File: src/fx_pkg.sv
package fx_pkg;

    // EEG sample from the ADC
    localparam int ADC_W = 12;

    // Intermediate results and MAC datapath
    localparam int COMP_W = 24;
    localparam int COMP_Q = 18;

    // Kernel and bias storage
    localparam int PARAM_W = 16;
    localparam int PARAM_Q = 14;

    typedef logic signed [COMP_W-1:0] comp_t;
    typedef logic signed [PARAM_W-1:0] param_t;

endpackage

File: src/model_pkg.sv
package model_pkg;

    // Patch projection dimensions
    localparam int PATCH_LEN = 8;
    localparam int NUM_PATCHES = 4;
    localparam int EMB_DEPTH = 4;

    localparam int INT_RES_DEPTH = 64;
    localparam int PARAM_DEPTH = 64;

    // Intermediate-result map
    localparam int EEG_BASE = 0;
    localparam int PATCH_OUT_BASE = 32;

    // Parameter map, kernel stored row by row
    localparam int KERNEL_BASE = 0;
    localparam int BIAS_BASE = 32;

    typedef logic [$clog2(INT_RES_DEPTH)-1:0] int_res_addr_t;
    typedef logic [$clog2(PARAM_DEPTH)-1:0] param_addr_t;
    typedef logic [3:0] vec_len_t;

    typedef enum logic [1:0] {
        IDLE_CIM,
        EEG_LOAD,
        INFERENCE_RUNNING
    } cim_state_t;

endpackage

File: src/ram_1r1w.sv
`timescale 1ns/1ps

module ram_1r1w
    import fx_pkg::*, model_pkg::*;
#(
    parameter type word_t = comp_t,
    parameter int DEPTH = INT_RES_DEPTH
) (
    input  logic                     clk,
    input  logic                     wr_en_i,
    input  logic [$clog2(DEPTH)-1:0] wr_addr_i,
    input  word_t                    wr_data_i,
    input  logic                     rd_en_i,
    input  logic [$clog2(DEPTH)-1:0] rd_addr_i,
    output word_t                    rd_data_o
);

    word_t mem [DEPTH];

    always_ff @(posedge clk) begin
        if (wr_en_i) begin
            mem[wr_addr_i] <= wr_data_i;
        end
        // Registered read, data valid the cycle after the enable
        if (rd_en_i) begin
            rd_data_o <= mem[rd_addr_i];
        end
    end

endmodule

File: src/int_res_bank.sv
`timescale 1ns/1ps

module int_res_bank
    import fx_pkg::*, model_pkg::*;
(
    input  logic          clk,
    input  logic          wr_en_i,
    input  int_res_addr_t wr_addr_i,
    input  comp_t         wr_data_i,
    input  logic          mac_rd_en_i,
    input  int_res_addr_t mac_rd_addr_i,
    input  logic          host_rd_en_i,
    input  int_res_addr_t host_rd_addr_i,
    output comp_t         rd_data_o
);

    logic          rd_en;
    int_res_addr_t rd_addr;

    // MAC has priority, host reads only matter while idle
    always_comb begin
        rd_en = mac_rd_en_i | host_rd_en_i;
        if (mac_rd_en_i) begin
            rd_addr = mac_rd_addr_i;
        end else begin
            rd_addr = host_rd_addr_i;
        end
    end

    ram_1r1w #(
        .word_t(comp_t),
        .DEPTH (INT_RES_DEPTH)
    ) u_mem (
        .clk      (clk),
        .wr_en_i  (wr_en_i),
        .wr_addr_i(wr_addr_i),
        .wr_data_i(wr_data_i),
        .rd_en_i  (rd_en),
        .rd_addr_i(rd_addr),
        .rd_data_o(rd_data_o)
    );

endmodule

File: src/mac_unit.sv
`timescale 1ns/1ps

module mac_unit
    import fx_pkg::*, model_pkg::*;
(
    input  logic          clk,
    input  logic          rst_n,
    input  logic          start_i,
    input  int_res_addr_t data_addr_i,
    input  param_addr_t   kernel_addr_i,
    input  param_addr_t   bias_addr_i,
    input  vec_len_t      len_i,
    output logic          data_rd_en_o,
    output int_res_addr_t data_rd_addr_o,
    input  comp_t         data_i,
    output logic          param_rd_en_o,
    output param_addr_t   param_rd_addr_o,
    input  param_t        param_i,
    output logic          done_o,
    output comp_t         out_o
);

    logic        elem_rd_q;
    logic        bias_rd_q;
    logic        elem_vld_q;
    logic        bias_vld_q;
    logic        prod_vld_q;
    logic        fin_q;
    vec_len_t    cnt_q;
    vec_len_t    len_q;
    param_addr_t bias_addr_q;
    comp_t       param_c;
    comp_t       prod_q;
    comp_t       acc_q;
    comp_t       bias_q;
    logic signed [2*COMP_W-1:0] full_prod;

    assign data_rd_en_o = elem_rd_q;
    assign param_rd_en_o = elem_rd_q | bias_rd_q;

    // Parameter to compute format, then full-width product
    always_comb begin
        param_c = comp_t'(param_i) <<< (COMP_Q - PARAM_Q);
        full_prod = data_i * param_c;
    end

    // Read sequencing and valid pipeline
    always_ff @(posedge clk) begin
        if (!rst_n) begin
            elem_rd_q <= 1'b0;
            bias_rd_q <= 1'b0;
            elem_vld_q <= 1'b0;
            bias_vld_q <= 1'b0;
            prod_vld_q <= 1'b0;
            fin_q <= 1'b0;
            done_o <= 1'b0;
            cnt_q <= '0;
        end else begin
            elem_vld_q <= elem_rd_q;
            bias_vld_q <= bias_rd_q;
            prod_vld_q <= elem_vld_q;
            fin_q <= bias_vld_q;
            done_o <= fin_q;
            bias_rd_q <= 1'b0;
            if (start_i) begin
                elem_rd_q <= 1'b1;
                cnt_q <= '0;
            end else if (elem_rd_q) begin
                if (cnt_q == len_q - 1'b1) begin
                    // Last element, bias read follows
                    elem_rd_q <= 1'b0;
                    bias_rd_q <= 1'b1;
                end else begin
                    cnt_q <= cnt_q + 1'b1;
                end
            end
        end
    end

    always_ff @(posedge clk) begin
        if (start_i) begin
            len_q <= len_i;
            bias_addr_q <= bias_addr_i;
            data_rd_addr_o <= data_addr_i;
            param_rd_addr_o <= kernel_addr_i;
            acc_q <= '0;
        end else if (elem_rd_q) begin
            data_rd_addr_o <= data_rd_addr_o + 1'b1;
            if (cnt_q == len_q - 1'b1) begin
                param_rd_addr_o <= bias_addr_q;
            end else begin
                param_rd_addr_o <= param_rd_addr_o + 1'b1;
            end
        end
        // Rescale to COMP_Q, wrap to COMP_W
        if (elem_vld_q) begin
            prod_q <= comp_t'(full_prod >>> COMP_Q);
        end
        if (prod_vld_q) begin
            acc_q <= acc_q + prod_q;
        end
        if (bias_vld_q) begin
            bias_q <= param_c;
        end
        if (fin_q) begin
            out_o <= acc_q + bias_q;
        end
    end

endmodule

File: src/cim_ctrl.sv
`timescale 1ns/1ps

module cim_ctrl
    import fx_pkg::*, model_pkg::*;
(
    input  logic             clk,
    input  logic             rst_n,
    input  logic             start_eeg_load_i,
    input  logic             new_eeg_data_i,
    input  logic [ADC_W-1:0] eeg_i,
    input  logic             new_sleep_epoch_i,
    output logic             wr_en_o,
    output int_res_addr_t    wr_addr_o,
    output comp_t            wr_data_o,
    output logic             mac_start_o,
    output int_res_addr_t    mac_data_addr_o,
    output param_addr_t      mac_kernel_addr_o,
    output param_addr_t      mac_bias_addr_o,
    output vec_len_t         mac_len_o,
    input  logic             mac_done_i,
    input  comp_t            mac_out_i,
    output logic             busy_o,
    output logic             inference_complete_o
);

    cim_state_t state_q;
    // Sample index during load, embedding row during projection
    logic [$clog2(PATCH_LEN)-1:0] row_q;
    logic [$clog2(NUM_PATCHES)-1:0] patch_q;
    logic launch_q;
    logic last_wr_q;
    logic epoch_start;
    logic load_start;

    assign epoch_start = new_sleep_epoch_i & (state_q == IDLE_CIM || state_q == EEG_LOAD);
    assign load_start = start_eeg_load_i & ~new_sleep_epoch_i & (state_q == IDLE_CIM);
    assign mac_len_o = vec_len_t'(PATCH_LEN);

    always_ff @(posedge clk) begin
        if (!rst_n) begin
            state_q <= IDLE_CIM;
            busy_o <= 1'b0;
            inference_complete_o <= 1'b0;
        end else begin
            inference_complete_o <= 1'b0;
            unique case (state_q)
                IDLE_CIM, EEG_LOAD: begin
                    if (epoch_start) begin
                        state_q <= INFERENCE_RUNNING;
                        busy_o <= 1'b1;
                    end else if (load_start) begin
                        state_q <= EEG_LOAD;
                    end
                end
                INFERENCE_RUNNING: begin
                    // Last result is being written this cycle
                    if (last_wr_q) begin
                        state_q <= IDLE_CIM;
                        busy_o <= 1'b0;
                        inference_complete_o <= 1'b1;
                    end
                end
                default: begin
                    state_q <= IDLE_CIM;
                end
            endcase
        end
    end

    always_ff @(posedge clk) begin
        if (!rst_n) begin
            row_q <= '0;
            patch_q <= '0;
            launch_q <= 1'b0;
            last_wr_q <= 1'b0;
            mac_start_o <= 1'b0;
            wr_en_o <= 1'b0;
        end else begin
            mac_start_o <= 1'b0;
            wr_en_o <= 1'b0;
            last_wr_q <= 1'b0;
            if (epoch_start || load_start) begin
                row_q <= '0;
                patch_q <= '0;
                launch_q <= epoch_start;
            end else if (state_q == EEG_LOAD && new_eeg_data_i) begin
                wr_en_o <= 1'b1;
                wr_addr_o <= int_res_addr_t'(EEG_BASE + PATCH_LEN * int'(patch_q) + int'(row_q));
                // Normalize to [0, 1) in the compute format
                wr_data_o <= comp_t'({eeg_i, {(COMP_Q - ADC_W){1'b0}}});
                if (int'(row_q) == PATCH_LEN - 1) begin
                    row_q <= '0;
                    if (int'(patch_q) == NUM_PATCHES - 1) begin
                        patch_q <= '0;
                    end else begin
                        patch_q <= patch_q + 1'b1;
                    end
                end else begin
                    row_q <= row_q + 1'b1;
                end
            end else if (state_q == INFERENCE_RUNNING) begin
                if (launch_q) begin
                    launch_q <= 1'b0;
                    mac_start_o <= 1'b1;
                    mac_data_addr_o <= int_res_addr_t'(EEG_BASE + PATCH_LEN * int'(patch_q));
                    mac_kernel_addr_o <= param_addr_t'(KERNEL_BASE + PATCH_LEN * int'(row_q));
                    mac_bias_addr_o <= param_addr_t'(BIAS_BASE + int'(row_q));
                end
                if (mac_done_i) begin
                    wr_en_o <= 1'b1;
                    wr_addr_o <= int_res_addr_t'(PATCH_OUT_BASE + EMB_DEPTH * int'(patch_q)
                                                 + int'(row_q));
                    wr_data_o <= mac_out_i;
                    if (int'(row_q) == EMB_DEPTH - 1) begin
                        row_q <= '0;
                        if (int'(patch_q) == NUM_PATCHES - 1) begin
                            patch_q <= '0;
                            last_wr_q <= 1'b1;
                        end else begin
                            patch_q <= patch_q + 1'b1;
                            launch_q <= 1'b1;
                        end
                    end else begin
                        row_q <= row_q + 1'b1;
                        launch_q <= 1'b1;
                    end
                end
            end
        end
    end

endmodule

File: src/cim_top.sv
`timescale 1ns/1ps

module cim_top
    import fx_pkg::*, model_pkg::*;
(
    input  logic             clk,
    input  logic             rst_n,
    input  logic             start_eeg_load_i,
    input  logic             new_eeg_data_i,
    input  logic [ADC_W-1:0] eeg_i,
    input  logic             new_sleep_epoch_i,
    input  logic             param_wr_en_i,
    input  param_addr_t      param_wr_addr_i,
    input  param_t           param_wr_data_i,
    input  logic             host_rd_en_i,
    input  int_res_addr_t    host_rd_addr_i,
    output comp_t            host_rd_data_o,
    output logic             busy_o,
    output logic             inference_complete_o
);

    logic          int_res_wr_en;
    int_res_addr_t int_res_wr_addr;
    comp_t         int_res_wr_data;
    logic          int_res_rd_en;
    int_res_addr_t int_res_rd_addr;
    comp_t         int_res_rd_data;
    logic          param_rd_en;
    param_addr_t   param_rd_addr;
    param_t        param_rd_data;
    logic          mac_start;
    int_res_addr_t mac_data_addr;
    param_addr_t   mac_kernel_addr;
    param_addr_t   mac_bias_addr;
    vec_len_t      mac_len;
    logic          mac_done;
    comp_t         mac_out;

    assign host_rd_data_o = int_res_rd_data;

    cim_ctrl u_ctrl (
        .clk                 (clk),
        .rst_n               (rst_n),
        .start_eeg_load_i    (start_eeg_load_i),
        .new_eeg_data_i      (new_eeg_data_i),
        .eeg_i               (eeg_i),
        .new_sleep_epoch_i   (new_sleep_epoch_i),
        .wr_en_o             (int_res_wr_en),
        .wr_addr_o           (int_res_wr_addr),
        .wr_data_o           (int_res_wr_data),
        .mac_start_o         (mac_start),
        .mac_data_addr_o     (mac_data_addr),
        .mac_kernel_addr_o   (mac_kernel_addr),
        .mac_bias_addr_o     (mac_bias_addr),
        .mac_len_o           (mac_len),
        .mac_done_i          (mac_done),
        .mac_out_i           (mac_out),
        .busy_o              (busy_o),
        .inference_complete_o(inference_complete_o)
    );

    mac_unit u_mac (
        .clk            (clk),
        .rst_n          (rst_n),
        .start_i        (mac_start),
        .data_addr_i    (mac_data_addr),
        .kernel_addr_i  (mac_kernel_addr),
        .bias_addr_i    (mac_bias_addr),
        .len_i          (mac_len),
        .data_rd_en_o   (int_res_rd_en),
        .data_rd_addr_o (int_res_rd_addr),
        .data_i         (int_res_rd_data),
        .param_rd_en_o  (param_rd_en),
        .param_rd_addr_o(param_rd_addr),
        .param_i        (param_rd_data),
        .done_o         (mac_done),
        .out_o          (mac_out)
    );

    int_res_bank u_int_res (
        .clk           (clk),
        .wr_en_i       (int_res_wr_en),
        .wr_addr_i     (int_res_wr_addr),
        .wr_data_i     (int_res_wr_data),
        .mac_rd_en_i   (int_res_rd_en),
        .mac_rd_addr_i (int_res_rd_addr),
        .host_rd_en_i  (host_rd_en_i),
        .host_rd_addr_i(host_rd_addr_i),
        .rd_data_o     (int_res_rd_data)
    );

    // Only the outside writes parameters
    ram_1r1w #(
        .word_t(param_t),
        .DEPTH (PARAM_DEPTH)
    ) u_param_mem (
        .clk      (clk),
        .wr_en_i  (param_wr_en_i),
        .wr_addr_i(param_wr_addr_i),
        .wr_data_i(param_wr_data_i),
        .rd_en_i  (param_rd_en),
        .rd_addr_i(param_rd_addr),
        .rd_data_o(param_rd_data)
    );

endmodule

File: config.mk
export PLATFORM = sky130hd
export DESIGN_NAME = cim_top
export DESIGN_NICKNAME = d
export VERILOG_FILES = /design/src/fx_pkg.sv /design/src/model_pkg.sv /design/src/ram_1r1w.sv /design/src/int_res_bank.sv /design/src/mac_unit.sv /design/src/cim_ctrl.sv /design/src/cim_top.sv
export SDC_FILE = /design/constraint.sdc
export NUM_CORES = 2
export LEC_CHECK = 0
export BUFFER_PORTS_ARGS = -buffer_cell sky130_fd_sc_hd__buf_2
export CORE_ASPECT_RATIO = 1.4
export CORE_MARGIN = 4
export CORE_UTILIZATION = 35
export DETAILED_ROUTE_END_ITERATION = 16
export HOLD_SLACK_MARGIN = 0.05
export PLACE_DENSITY_LB_ADDON = 0.3
export SLEW_MARGIN = 0
export SYNTH_ARGS = -nofsm -noshare
export SYNTH_HDL_FRONTEND = slang
export SYNTH_HIERARCHICAL = 1
export SYNTH_SLANG_ARGS = --single-unit
File: constraint.sdc
create_clock -name clk -period 8 [get_ports clk]
set_input_delay 0.8 -clock clk [delete_from_list [all_inputs] [get_ports clk]]
set_output_delay 0.8 -clock clk [all_outputs]
set_load 0.02 [all_outputs]
==> results.sh <==
export IMPL_outcome="complete, no violations"
export IMPL_via_per_inst=5.282
export IMPL_finalSetupViolCount=0
export IMPL_synthDistinctLibCells=93
export IMPL_pwr_share_clk_pct=30.9
export IMPL_dr_max_layer_used="met5"
export IMPL_mostFrequentLayoutCells="edfxtp_1 (2745), mux4_2 (576), inv_1 (463), nand2_1 (366), fa_1 (361)"
export IMPL_r2r_setup_slack_ps=1070
export IMPL_gr_total_overflow=0
export IMPL_p_per_area_nw_per_um2=303.8
export IMPL_total_power_uw=41420
export IMPL_power_share_switching_pct=30.23
export IMPL_clock_tree_root_cell="clkbuf_16"
export IMPL_core_sq_um=344600
export IMPL_dp_final_hpwl_microns=203600
export IMPL_nets=7383
export IMPL_grt_pass1_wl_microns=463800
export IMPL_fp_row_count=255
export IMPL_wl_met2_microns=171800
export IMPL_max_freq_ghz=0.1443
export IMPL_cts_setup_buffers=0
export IMPL_crit_type="reg -> reg"
export IMPL_syn2layout_area_growth_pct=12.56
export IMPL_cts_buffer_depth=4
export IMPL_synthesis_yosys_warnings=6
export IMPL_critPathLaunchType="register"
export IMPL_maxCapViolCount=0
export IMPL_hold_buffers=0
export IMPL_p_seq_share_pct=40.2
export IMPL_crit_fanout=17
export IMPL_period_share_pct=86.61
export IMPL_post_route_util_pct=39.57
export IMPL_fin_tns_setup_ps=0
export IMPL_drtPass1Iterations=5
export IMPL_die_w_microns=505.2
export IMPL_routed_wl_met3_microns=16040
export IMPL_ant_nets=0
export IMPL_worstPathRequired_ps=8580
export IMPL_finalClockSkew_ps=62.99
export IMPL_rsz0062_at_grt="false"
export IMPL_async_flop_share_pct=0
export IMPL_slew_headroom_pct=15.88
export IMPL_htree_levels=5
export IMPL_yosys_area_top_type_share_pct=68.04
export IMPL_final_common_cell="edfxtp_1"
export IMPL_fillers=31100
export IMPL_tightest_slew_ps=1262
export IMPL_grt_pass1_vias=64960
export IMPL_cts_sinks=2769
export IMPL_power_frac_comb_pct=29.0
export IMPL_start_util_pct=35.16
export IMPL_grtUsageTotal_pct=17.82
export IMPL_totalWireLength_microns=321900
export IMPL_hold_class="in -> reg"
export IMPL_final_max_slew_viol_count=0
export IMPL_ir_drop_v=0.0005655
export IMPL_synthFlopType="edfxtp_1"
export IMPL_cts_buffers=285
export IMPL_path_clk_slew_ps=60
export IMPL_insertion_delay_ps=860
export IMPL_p_leak_uw=0.04552
export IMPL_synth_edf_count=2745
export IMPL_drive_gt1_share_pct=21.27
export IMPL_die_area_sq_um=355700
export IMPL_cts_resized_gates=0
export IMPL_syn_inst=6567
export IMPL_finalHoldViolCount=0
export IMPL_syn_area_sq_um=121100
export IMPL_place_congestion=0.8383
export IMPL_first_iter_violations=5165
export IMPL_io_pins=73
export IMPL_grt_antenna_before_repair=30
export IMPL_yosys_register_bits=2769
export IMPL_synth_area_top_cells="edfxtp_1 (68%), mux4_2 (11%), fa_1 (6.0%)"
export IMPL_io_buffer_count=72
export IMPL_seq_area_frac_synth_pct=68.44
export IMPL_fp_dieH_microns=704.1
export IMPL_worstSetupEndpointType="register"
export IMPL_fin_crit_ps=6929
export IMPL_wl_met1_microns=119300
export IMPL_yosysTopAreaCell="edfxtp_1"
export IMPL_syn_avg_cell_area_sq_um=18.45
export IMPL_p_int_uw=28900
export IMPL_grt_max_degree=118
export IMPL_cts_tree="yes"
export IMPL_switchingPower_uw=12520
export IMPL_num_vias=61050
export IMPL_wl_per_cell_microns=27.85
export IMPL_worstPathArrival_ps=7510
export IMPL_drc=0
[worst paths after layout]
kind         cells past startpoint                    to                     startpoint
max                             21      u_mac/prod_q[18]  u_int_res/u_mem/rd_data_o[15]
max reg2reg                     21      u_mac/prod_q[18]  u_int_res/u_mem/rd_data_o[15]
min                              2     u_ctrl/state_q[0]              new_sleep_epoch_i
min reg2reg                      0  u_mac/bias_addr_q[2]      u_ctrl/mac_bias_addr_o[2]
[cells by family (layout without fill, tap and decap cells)]
family          Yosys count  in the layout  synth area share [%]
other cells               2             38              0.006199
compound gates          509            509                 3.024
fa+ha+maj               506            506                 7.463
mux                     862            862                 13.23
buf+inv                 804           1262                 3.067
simple gates           1031           1031                 4.158
flops                  2769           2769                 68.44
xor+xnor                 84             84                0.6073
[per-stage QoR]
stage | setup WS (ps) | instances | cell area [sq um] | hold WS [ps]
global route | 665.3 | 11550 | 136300 | 159.1
finish | 1071 | 11560 | 136400 | 186.4
CTS | 1059 | 11530 | 136300 | 127.5
detailed placement | 1071 | 11040 | 127500 | 437.5
global placement | 1111 | 11040 | 127500 | 433.1
floorplan | 1864 | 6579 | 121200 | 426.4
[synth_stat cells, types with 26 or more instances]
| library cell | count |
|---|---|
| o21a_1 | 26 |
| buf_4 | 58 |
| nand3_1 | 68 |
| clkbuf_1 | 142 |
| ha_1 | 145 |
| nor2b_1 | 44 |
| mux4_2 | 576 |
| a22oi_1 | 80 |
| buf_6 | 33 |
| nand2_1 | 366 |
| o22ai_1 | 42 |
| fa_1 | 361 |
| xor2_1 | 27 |
| a31oi_1 | 26 |
| edfxtp_1 | 2745 |
| nor2_1 | 217 |
| mux2_2 | 80 |
| inv_1 | 463 |
| mux2i_1 | 196 |
| a21oi_1 | 66 |
| and2_1 | 185 |
| nand2b_1 | 26 |
| buf_2 | 79 |
| o21ai_0 | 45 |
| a221oi_1 | 70 |
| xnor2_1 | 57 |
[state kept, by name (all words and copies together) (netlist names), 2 cells and up]
| signal | count |
|---|---|
| u_mac/data_rd_addr_o | 6 |
| u_ctrl/wr_data_o | 24 |
| u_ctrl/row_q | 3 |
| u_mac/acc_q | 24 |
| u_mac/out_o | 24 |
| u_mac/param_rd_addr_o | 6 |
| u_mac/cnt_q | 4 |
| u_ctrl/mac_data_addr_o | 2 |
| u_mac/bias_q | 16 |
| u_ctrl/mac_bias_addr_o | 3 |
| u_ctrl/wr_addr_o | 6 |
| u_ctrl/patch_q | 2 |
| u_mac/len_q | 4 |
| u_int_res/u_mem/rd_data_o | 24 |
| u_int_res/u_mem/mem | 1536 |
| u_param_mem/mem | 1024 |
| u_param_mem/rd_data_o | 16 |
| u_mac/bias_addr_q | 6 |
| u_mac/prod_q | 24 |
| u_ctrl/state_q | 2 |
[critical path, cell delays in order (launching register included)]
cell and delay [ps]:
edfxtp_1 1150, nand2_1 190, fa_1 560, fa_1 500, fa_1 570, inv_1 60
fa_1 450, fa_1 520, inv_1 50, fa_1 470, inv_1 40, ha_1 340
a211oi_1 250, nand2_1 100, nor2_1 110, o21a_1 220, nor3_1 90, buf_4 160
nor3_1 290, nor2_1 120, a221oi_1 320, xnor2_1 100
[layer usage]
metal	up-vias	track usage (%)
met1	32880	21.21
met2	1757	32.55
met4	6	7.260
met5	-	0
met3	501	2.178
li1	25910	-
[area by class of cell]
type / instances / area (sq um) / share of cell area, %
tap: 4497 / 5627 / 4.127
clock buffer: 343 / 7581 / 5.560
sequential: 2769 / 82910 / 60.81
multi-input combinational: 3006 / 34960 / 25.64
clock inverter: 151 / 1242 / 0.9112
antenna: 24 / 60.06 / 0.04405
timing repair buffer: 301 / 2217 / 1.626
inverter: 467 / 1753 / 1.286
[power by group through the flow]
stage	registers, uW	logic (uW)	clock network, uW
2_1_floorplan	16900	8770	0
3_3_place_gp	16900	12100	0
3_5_place_dp	16900	12200	0
4_1_cts	16600	12300	13100
5_1_grt	16600	13700	13700
6_report	16600	12000	12800
Power figures use the tool's default switching activity.
